[config.mk]
export PLATFORM = sky130hd
export DESIGN_NAME = lineStateBits
export DESIGN_NICKNAME = d
export VERILOG_FILES = /design/src/hdl/cacheWayPkg.sv /design/src/hdl/lineStateBits.sv
export VERILOG_INCLUDE_DIRS = /design/src /design/src/include
export SDC_FILE = /design/constraint.sdc
export NUM_CORES = 1
export LEC_CHECK = 0
export BUFFER_PORTS_ARGS = -buffer_cell sky130_fd_sc_hd__buf_2
export CAP_MARGIN = 20
export CORE_MARGIN = 5
export CORE_UTILIZATION = 40
export CTS_BUF_LIST = sky130_fd_sc_hd__clkbuf_16
export CTS_CLUSTER_SIZE = 20
export DETAILED_ROUTE_END_ITERATION = 8
export SETUP_SLACK_MARGIN = 0.4
export SYNTH_ARGS = -nofsm -noshare
export SYNTH_HDL_FRONTEND = slang
export SYNTH_SLANG_ARGS = --single-unit
[constraint.sdc]
create_clock -name clk -period 3.6 [get_ports clk]
set_clock_uncertainty 0.1 [all_clocks]
set_input_delay 0.18 -clock clk [delete_from_list [all_inputs] [get_ports clk]]
set_output_delay 0.18 -clock clk [all_outputs]
set_load 0.1 [all_outputs]
[src/include/cacheWay_consts.svh]
////////////////////////////////////////////////////////////
// Geometry of one cache way, shared by RTL and testbench
// Tag width is not a multiple of 8, so the tag array
// carries a partial top byte lane
////////////////////////////////////////////////////////////

`ifndef CACHE_WAY_CONSTS_SVH
`define CACHE_WAY_CONSTS_SVH

// Number of sets in the way
`define CACHE_SETS 64

// Bytes per cache line
`define CACHE_LINE_BYTES 16

// Stored address tag width
`define CACHE_TAG_BITS 20

`endif

[src/hdl/cacheWayPkg.sv]
////////////////////////////////////////////////////////////
// Shared types of the cache way
// Widths follow the macros in cacheWay_consts.svh
////////////////////////////////////////////////////////////

`include "cacheWay_consts.svh"

package cacheWayPkg;

  // Set index, wide enough for every set
  typedef logic [$clog2(`CACHE_SETS)-1:0] setIdxT;

  // Address tag held per set
  typedef logic [`CACHE_TAG_BITS-1:0] tagT;

  // One full data line
  typedef logic [`CACHE_LINE_BYTES*8-1:0] lineT;

  // One enable per byte of a line
  typedef logic [`CACHE_LINE_BYTES-1:0] lineByteEnT;

endpackage

[src/hdl/lineStateBits.sv]
////////////////////////////////////////////////////////////
// Valid and dirty bits for every set of one way
// Outputs show the set sampled at the last ce edge,
// including the update made at that edge
////////////////////////////////////////////////////////////

`timescale 1ns/100ps

module lineStateBits import cacheWayPkg::*; (
  input  logic   clk,
  input  logic   rstN,
  input  logic   ce,
  input  setIdxT setIdx,
  input  logic   fill,
  input  logic   dataWe,
  input  logic   invalidate,
  output logic   valid,
  output logic   dirty
);

  // One entry per reachable set index
  localparam int numSets = 2 ** $bits(setIdxT);

  logic [numSets-1:0] validBits;
  logic [numSets-1:0] dirtyBits;

  // Set sampled on the last access
  setIdxT idxQ;

  // State update and index register
  always_ff @(posedge clk) begin
    if (!rstN) begin
      validBits <= '0;
      dirtyBits <= '0;
      idxQ      <= '0;
    end else if (ce) begin
      idxQ <= setIdx;
      if (fill) begin
        // Fresh line from memory, clean
        validBits[setIdx] <= 1'b1;
        dirtyBits[setIdx] <= 1'b0;
      end else if (dataWe) begin
        dirtyBits[setIdx] <= 1'b1;
      end else if (invalidate) begin
        validBits[setIdx] <= 1'b0;
        dirtyBits[setIdx] <= 1'b0;
      end
    end
  end

  // Bits of the sampled set
  assign valid = validBits[idxQ];
  assign dirty = dirtyBits[idxQ];

  // The cache only stores after a hit, so the target must be valid
  storeOnValid: assert property (@(posedge clk) disable iff (!rstN)
    (ce && dataWe) |-> validBits[setIdx])
    else $error("lineStateBits: store to an invalid set");

endmodule

==> results of run 1 <==
## cell type report
| type | count | area, um^2 |
|---|---|---|
| Clock buffer | 17 | 425.4 |
| Clock inverter | 15 | 209.0 |
| Fill cell | 1579 | 9014 |
| Inverter | 1 | 3.754 |
| Multi-Input combinational cell | 513 | 3860 |
| Sequential cell | 134 | 2684 |
| Tap cell | 220 | 275.3 |
| Timing Repair Buffer | 30 | 230.2 |
## worst min path at each step
stage / endpoint / startpoint / cells after the start / slack (ns)
6_report: idxQ[4] / setIdx[4] / 3 / 0.09
5_1_grt: idxQ[0] / setIdx[0] / 3 / 0.11
4_1_cts: idxQ[3] / setIdx[3] / 3 / 0.07
3_5_place_dp: flip-flop / flip-flop / 2 / 0.36
3_3_place_gp: flip-flop / flip-flop / 2 / 0.36
2_1_floorplan: flip-flop / dataWe / 2 / 0.29
## power by group
group	internal, mW	switching, mW
logic	0.0862	0.172
clock network	1.22	0.656
registers	1.49	0.0141
total	2.80	0.842
## worst min-delay path, stage by stage
cell and delay [ns]:
buf_2 0.17, mux2i_1 0.14, nor2b_1 0.06
## layout by cell type, fill, tap and decap left out, types with 10 or more instances in the layout
master and n:
a21oi_1 18, a21boi_0 50, nor3b_1 15, nor2b_1 71, o21ai_0 42, nand4_1 10, nor2_1 30, buf_2 13
nand3_1 53, buf_4 14, clkbuf_16 17, dfxtp_1 133, mux4_2 29, mux2i_1 72, nand2_1 57
## stage by stage
step | utilization | area, um^2 | cells | setup slack, ns | hold slack [ns]
2_1_floorplan | - | 6842 | 720 | 0.8775 | 0.2946
3_3_place_gp | 0.4223 | 7053 | 898 | 1.088 | 0.3566
3_5_place_dp | 0.4223 | 7053 | 898 | 1.050 | 0.3628
4_1_cts | 0.4603 | 7687 | 930 | 0.5823 | 0.06782
5_1_grt | 0.4603 | 7687 | 930 | 0.5133 | 0.1086
6_report | 0.4603 | 7687 | 930 | 0.6058 | 0.08604
## layer usage
metal	part of all wire	GRT usage	routed length, um
met5	0	0	0
met4	0.030	0.07598	575
met1	0.45	0.2656	8662
met2	0.45	0.3027	8619
met3	0.067	0.04470	1275
## logic make-up after synthesis
family | share of synthesized area
buf+inv | 0.04632
flops | 0.3925
simple gates | 0.2162
compound gates | 0.1252
mux | 0.2197
==> results.tsv, run 1 <==
stage	metric	value	unit
status	status	finished clean	
sta	RSZ-0062 raised after global routing	false	
synth	#FFs+latches synth	134	
synth	ys async rst share	0	
power	leak pwr	2.604	nW
placement	gpl congestion	0.8719	
detailed_routing	Routed Antenna Nets	0	
die	die area	0.01980	mm^2
setup_path	CP Launch Point	idxQ[1]	
die	Starting Density	0.4092	
cts	CTS tree	done	
die	FP Rows	47	
setup_path	Setup Crit Path Kind	flip-flop to output pin	
synth	Seq/Total Area, Yosys	0.3925	
cts	post-cts repair resize count	0	
setup_path	reg-to-reg startpoint	idxQ[3]	
cts	Root Driver	clkbuf_16	
cts	Clk Latency, worst-skew pair	0.41	ns
synth	Synth area leaders	dfxtp_1, mux2i_1, mux4_2	
cts	CTS Hold Bufs	0	
global_routing	largest net degree at the start of global routing	75	
setup_path	Slowest Stage Delay on Critical Path	0.56	ns
detailed_routing	DRT Wirelength	19130	um
setup_path	CP Launch Type	flip-flop	
sta	Slew Viols, Final	0	
cts	CTS Buf Count	17	
setup_path	Arr. time, crit path	2.71	ns
setup_path	Worst path slowest cell	dfxtp_1	
power	total power	3.640	mW
sta	setup_tns	0	ns
synth	Synth area leader	dfxtp_1	
sta	Final period util	0.8317	
placement	PortBufs	13	
synth	Syn Inst Count	720	
die	IO Count	14	
detailed_routing	Routed WL per cell	20.57	um
cts	Post-CTS Setup Bufs	0	
synth	top cell type's share of synthesized area	0.3925	
power	PwrDens	473.5	mW/mm^2
global_routing	vias in the first global route	5327	
synth	commonest cells in the synthesized netlist	dfxtp_1, mux2i_1, nor2b_1	
setup_path	cell depth of the worst setup path	7	
global_routing	first-pass GRT wire length	30190	um
detailed_routing	routed via count	5468	
detailed_routing	Vias/cell	5.880	
global_routing	initial antenna violation count	0	
die	Die W	140.7	um
cells_and_area	P&R area growth vs syn	12.49	%
sta	Fmax	0.3340	GHz
sta	Slew HR	0.2757	
setup_path	crit path buf inv count	2	
setup_path	CP delay by family, top	buffers and inverters	
placement	half-perimeter wire length after placement	12140	um
setup_path	Worst setup EP type	output pin	
cts	clk sink count	134	
min_path	worst hold path type	input port to flip-flop	
die	Chip Height	140.7	um
detailed_routing	DR pass1 iterations	5	
synth	Yosys warnings	0	
die	total core area	0.01670	mm^2
setup_path	FF-to-FF path depth	2	
synth	count of flip-flops with a built-in enable after synthesis	0	
detailed_routing	initial drt markers	606	
flow_run	number of max-cap violations	0	
cells_and_area	Final Net Count	709	
sta	# setup viols final	0	
setup_path	Reg2Reg Setup Slack	2.32	ns
cts	CTS clk-pin slew, worst paths	0.06	ns
synth	mapped cell area	0.006834	mm^2
power	Peak supply drop	0.2552	mV
sta	Worst Max-Slew Pin Slew	1.086	ns
setup_path	worst r2r dst	idxQ[3]	
cells_and_area	fraction of layout instances using a drive strength above 1	0.1423	
synth	Avg Synthesized Cell Area	9.492	um^2
synth	top-count cell post-synth	dfxtp_1	
setup_path	Worst EP required	3.32	ns
sta	Tmin final	2.994	ns
setup_path	Worst Setup EP	dirty	
sta	Fin. Hold Viols	0	
cts	maximum buffer depth of the clock tree	2	
global_routing	GRT Resource Usage Total	0.1953	
detailed_routing	DR DRC count	0	
global_routing	GRT overflow	0	
cells_and_area	Antenna Cells	0	
setup_path	CP Cell Sequence	buf_12, mux4_2, nor2b_1, a211oi_1, a211o_1, nand3_1, buf_2	
setup_path	Worst Path Max Fanout	24	
synth	syn nets	732	
cts	htree depth	4	
synth	Synth Flop Type	dfxtp_1	
synth	Cell variety after synth	46	
No activity file was read; power rests on OpenSTA's default activity.
==> run 2: changes to the inputs <==
==> constraint.sdc (replaced) <==
create_clock -name clk -period 2.8 [get_ports clk]
set_clock_uncertainty 0.1 [all_clocks]
set_input_delay 0.14 -clock clk [delete_from_list [all_inputs] [get_ports clk]]
set_output_delay 0.14 -clock clk [all_outputs]
set_load 0.1 [all_outputs]
==> results.tsv, run 2 (synthesis gave the netlist of run 1 again) <==
stage	metric	value	unit
detailed_routing	DRT Wirelength	20240	um
sta	hold_ws	0.04126	ns
cells_and_area	commonest non-fill, non-tap cell in the layout	dfxtp_1	
sta	RSZ-0062 raised after global routing	true	
flow_run	number of max-cap violations	0	
cells_and_area	Antenna Cells	0	
cts	CTS Buf Count	17	
setup_path	CP Launch Type	flip-flop	
cts	maximum buffer depth of the clock tree	2	
power	total power	4.441	mW
cells_and_area	P&R area growth vs syn	16.57	%
sta	Fmax	0.3708	GHz
cells_and_area	fraction of layout instances using a drive strength above 1	0.1781	
placement	gpl congestion	0.8371	
cts	CTS tree	done	
cells_and_area	Final Net Count	730	
setup_path	FF-to-FF path depth	3	
global_routing	largest net degree at the start of global routing	48	
setup_path	Arr. time, crit path	2.46	ns
sta	# setup viols final	0	
cells_and_area	final core utilization	0.4770	
setup_path	Worst Path Max Fanout	5	
die	Starting Density	0.4092	
global_routing	GRT Resource Usage Total	0.2077	
global_routing	GRT overflow	0	
global_routing	first-pass GRT wire length	32020	um
power	Peak supply drop	0.4317	mV
die	IO Count	14	
cells_and_area	filler cell count	1571	
sta	Slew HR	0.4872	
min_path	worst hold path type	input port to flip-flop	
power	leak pwr	2.749	nW
cells_and_area	most frequent cells in the layout	dfxtp_1, nor2b_1, mux2i_1, nand2_1, nand3_1	
detailed_routing	routed via count	5593	
detailed_routing	DR DRC count	0	
sta	Slew Viols, Final	0	
power	PwrDens	557.4	mW/mm^2
sta	Final period util	0.9633	
detailed_routing	Routed Antenna Nets	0	
detailed_routing	DR pass1 iterations	6	
setup_path	Worst EP required	2.56	ns
placement	PortBufs	13	
min_path	Hold Path Stages	3	
status	status	finished clean	
sta	setup_tns	0	ns
setup_path	Worst setup EP type	output pin	
cts	htree depth	4	
sta	Worst Max-Slew Pin Slew	0.7692	ns
die	FP Rows	47	
die	Chip Height	140.7	um
cts	clk sink count	134	
setup_path	Setup Crit Path Kind	flip-flop to output pin	
global_routing	initial antenna violation count	0	
placement	half-perimeter wire length after placement	12510	um
cts	CTS clk-pin slew, worst paths	0.05	ns
die	die area	0.01980	mm^2
sta	Tmin final	2.697	ns
cts	Root Driver	clkbuf_16	
detailed_routing	initial drt markers	586	
cts	Clk Latency, worst-skew pair	0.43	ns
global_routing	vias in the first global route	5546	
detailed_routing	Routed WL per cell	21.31	um
sta	Fin. Hold Viols	0	
detailed_routing	Vias/cell	5.887	
die	Die W	140.7	um
die	total core area	0.01670	mm^2
run 2: worst max-delay path, cell delays in order, from the launching register on:
cell	delay, ns
dfxtp_4	0.42
buf_12	0.12
buf_16	0.12
mux4_2	0.50
mux4_2	0.47
nand2_1	0.09
nand3_2	0.11
buf_12	0.20
run 2: layout make-up:
| cell class | instances | area (um^2) | area share |
|---|---|---|---|
| multi-input combinational | 513 | 3905 | 0.4902 |
| clock buffer | 17 | 425.4 | 0.05340 |
| clock inverter | 14 | 118.9 | 0.01492 |
| inverter | 1 | 3.754 | 0.0004712 |
| tap | 220 | 275.3 | 0.03455 |
| sequential | 134 | 2691 | 0.3378 |
| timing repair buffer | 51 | 546.8 | 0.06864 |
run 2: report_power, final:
group / leakage [nW] / switching [mW] / total (mW) / internal, mW
registers: 1.08 / 0.0202 / 1.94 / 1.92
logic: 1.39 / 0.241 / 0.396 / 0.155
clock network: 0.278 / 0.829 / 2.11 / 1.28
run 2: per-layer routing:
layer / vias to the layer above / GRT usage / wire, um
met4: 0 / 0.08057 / 453
met2: 200 / 0.3261 / 9344
met1: 2773 / 0.2824 / 9248
met3: 39 / 0.04199 / 1197
met5: - / 0 / 0
li1: 2581 / - / -
run 2: timing repair:
item,CTS,global route
setup endpoints to repair,2,2
hold buffers,0,0
gates cloned,3,1
setup buffers,5,1
resized for setup,16,8
pin swaps,4,3
run 2: worst paths after layout:
kind              from         to  slack [ns]
min reg2reg  flip-flop  flip-flop        0.36
min          setIdx[3]    idxQ[3]        0.04
max            idxQ[0]      dirty        0.10
max reg2reg    idxQ[0]    idxQ[0]        1.56
run 2: through the flow:
| step | cell area (um^2) | instances | setup WS [ns] |
|---|---|---|---|
| 2_1_floorplan | 6857 | 720 | 0.5018 |
| 6_report | 7966 | 950 | 0.1029 |
| 3_5_place_dp | 7151 | 909 | 0.1847 |
| 3_3_place_gp | 7151 | 909 | 0.1756 |
| 4_1_cts | 7900 | 948 | 0.07823 |
| 5_1_grt | 7966 | 950 | 0.04000 |
==> run 3: changes to the inputs <==
--- a/config.mk
+++ b/config.mk
@@ -14,6 +14,7 @@
 export CTS_CLUSTER_SIZE = 20
 export DETAILED_ROUTE_END_ITERATION = 8
 export SETUP_SLACK_MARGIN = 0.4
+export SKIP_LAST_GASP = 1
 export SYNTH_ARGS = -nofsm -noshare
 export SYNTH_HDL_FRONTEND = slang
 export SYNTH_SLANG_ARGS = --single-unit
==> constraint.sdc (replaced) <==
create_clock -name clk -period 2.59 [get_ports clk]
set_clock_uncertainty 0.1 [all_clocks]
set_input_delay 0.1295 -clock clk [delete_from_list [all_inputs] [get_ports clk]]
set_output_delay 0.1295 -clock clk [all_outputs]
set_load 0.1 [all_outputs]
==> results.tsv, run 3 (synthesis gave the netlist of run 1 again) <==
stage	metric	value	unit
status	status	finished with violations	
status	failing checks	setup timing	
sta	RSZ-0062 raised after global routing	true	
global_routing	vias in the first global route	5480	
setup_path	worst r2r dst	idxQ[3]	
min_path	Hold Path Stages	3	
power	switching portion of total power	0.2483	
die	Starting Density	0.4092	
setup_path	Reg2Reg Setup Slack	1.31	ns
placement	gpl congestion	0.8629	
setup_path	reg-to-reg startpoint	idxQ[3]	
die	Chip Height	140.7	um
min_path	Worst Hold End	idxQ[1]	
power	part of the power in registers	0.433	
detailed_routing	initial drt markers	534	
detailed_routing	DR pass1 iterations	5	
cells_and_area	Final Net Count	734	
sta	Slew Viols, Final	0	
power	leak pwr	2.725	nW
global_routing	first-pass GRT wire length	31030	um
global_routing	largest net degree at the start of global routing	74	
sta	Final period util	1.041	
setup_path	Worst setup EP type	output pin	
setup_path	CP Launch Point	idxQ[0]	
cts	maximum buffer depth of the clock tree	2	
cells_and_area	fraction of layout instances using a drive strength above 1	0.1823	
cts	Clk Latency, worst-skew pair	0.42	ns
sta	setup_tns	-0.1889	ns
sta	Tmin final	2.697	ns
global_routing	initial antenna violation count	0	
min_path	worst hold path type	input port to flip-flop	
detailed_routing	routed via count	5619	
sta	# setup viols final	2	
detailed_routing	DRT Wirelength	19650	um
sta	Slew HR	0.4576	
placement	DP Area	0.007178	mm^2
cts	CTS clk-pin slew, worst paths	0.06	ns
global_routing	GRT Resource Usage Total	0.2003	
setup_path	Arr. time, crit path	2.47	ns
power	Clk pwr share	0.481	
cts	clk sink count	134	
setup_path	Worst EP required	2.36	ns
cells_and_area	most frequent cells in the layout	dfxtp_1, nor2b_1, mux2i_1, nand2_1, nand3_1	
die	Die W	140.7	um
flow_run	number of max-cap violations	0	
cells_and_area	commonest non-fill, non-tap cell in the layout	dfxtp_1	
power	NetSw	1.200	mW
cells_and_area	final instance area	0.007971	mm^2
die	FP Rows	47	
sta	final setup margin	-0.1069	ns
min_path	HP Start	setIdx[1]	
power	Peak supply drop	0.5566	mV
placement	pre-CTS worst setup slack	0.1319	ns
cts	htree depth	4	
detailed_routing	Routed WL per cell	20.58	um
cells_and_area	final core utilization	0.4773	
sta	Fmax	0.3708	GHz
placement	half-perimeter wire length after placement	13160	um
detailed_routing	DR DRC count	0	
cells_and_area	P&R area growth vs syn	16.64	%
power	Internal Dissipation	3.633	mW
die	IO Count	14	
global_routing	GRT overflow	0	
power	PwrDens	606.3	mW/mm^2
die	total core area	0.01670	mm^2
cts	Root Driver	clkbuf_16	
cts	CTS tree	done	
detailed_routing	Routed Antenna Nets	0	
setup_path	Worst Path Max Fanout	8	
cts	CTS Buf Count	17	
setup_path	FF-to-FF path depth	3	
power	part of the power in combinational logic	0.085	
setup_path	Setup Crit Path Kind	flip-flop to output pin	
sta	Fin. Hold Viols	0	
cells_and_area	Antenna Cells	0	
die	die area	0.01980	mm^2
detailed_routing	Vias/cell	5.884	
sta	Worst Max-Slew Pin Slew	0.8127	ns
placement	PortBufs	13	
setup_path	CP Launch Type	flip-flop	
run 3: cell count changes in the layout (fill, tap and decap cells not counted), moves of 2 or more:
cell,delta
buf_4,+3
bufbuf_16,-2
clkinv_2,-4
clkinvlp_4,+3
dlygate4sd3_1,+3
mux4_1,-2
mux4_2,+2
nor3b_1,+2
nor3b_2,-3
run 3: layout make-up:
class / instances / area, um^2
fill: 1558 / 8730
multi-input combinational: 513 / 3909
sequential: 134 / 2690
timing repair buffer: 55 / 529.3
clock buffer: 17 / 425.4
tap: 220 / 275.3
clock inverter: 15 / 138.9
inverter: 1 / 3.754
run 3: critical path, cell delays in order (launching register included):
cell and delay (ns):
dfxtp_4 0.43, buf_8 0.16, mux4_2 0.50, mux2_2 0.27, a21oi_1 0.33, o311ai_4 0.15
buf_12 0.20
run 3: worst max path at each step:
stage               endpoint
CTS                    valid
global placement       valid
floorplan              valid
finish                 valid
detailed placement     valid
global route           valid
run 3: power groups by stage:
stage,clock network [mW],logic (mW),registers [mW]
6_report,2.33,0.413,2.09
5_1_grt,2.46,0.434,2.09
4_1_cts,2.35,0.396,2.09
3_5_place_dp,0,0.372,2.13
3_3_place_gp,0,0.369,2.13
2_1_floorplan,0,0.256,2.12
run 3: timing repair:
item                                    4_1_cts  5_1_grt
gates cloned                                  1        1
endpoints found under the setup margin        2       11
hold buffers                                  3        0
resized for setup                            22        9
pin swaps                                     4        4
setup buffers                                 3        2
hold endpoints to repair                      3        0
run 3: routing by layer:
layer  wire [um]  part of all wire  GRT usage
met4         381             0.019    0.05660
met3        1171             0.060    0.04436
met1        8780              0.45     0.2696
met2        9317              0.47     0.3256
met5           0                 0          0
run 3: per-stage QoR:
step                cells  power (mW)  hold slack [ns]
finish                955       4.833          0.04863
floorplan             720       2.380           0.2441
CTS                   952       4.839          0.03088
global route          955       4.986          0.04645
detailed placement    913       2.507           0.3637
global placement      913       2.503           0.3560
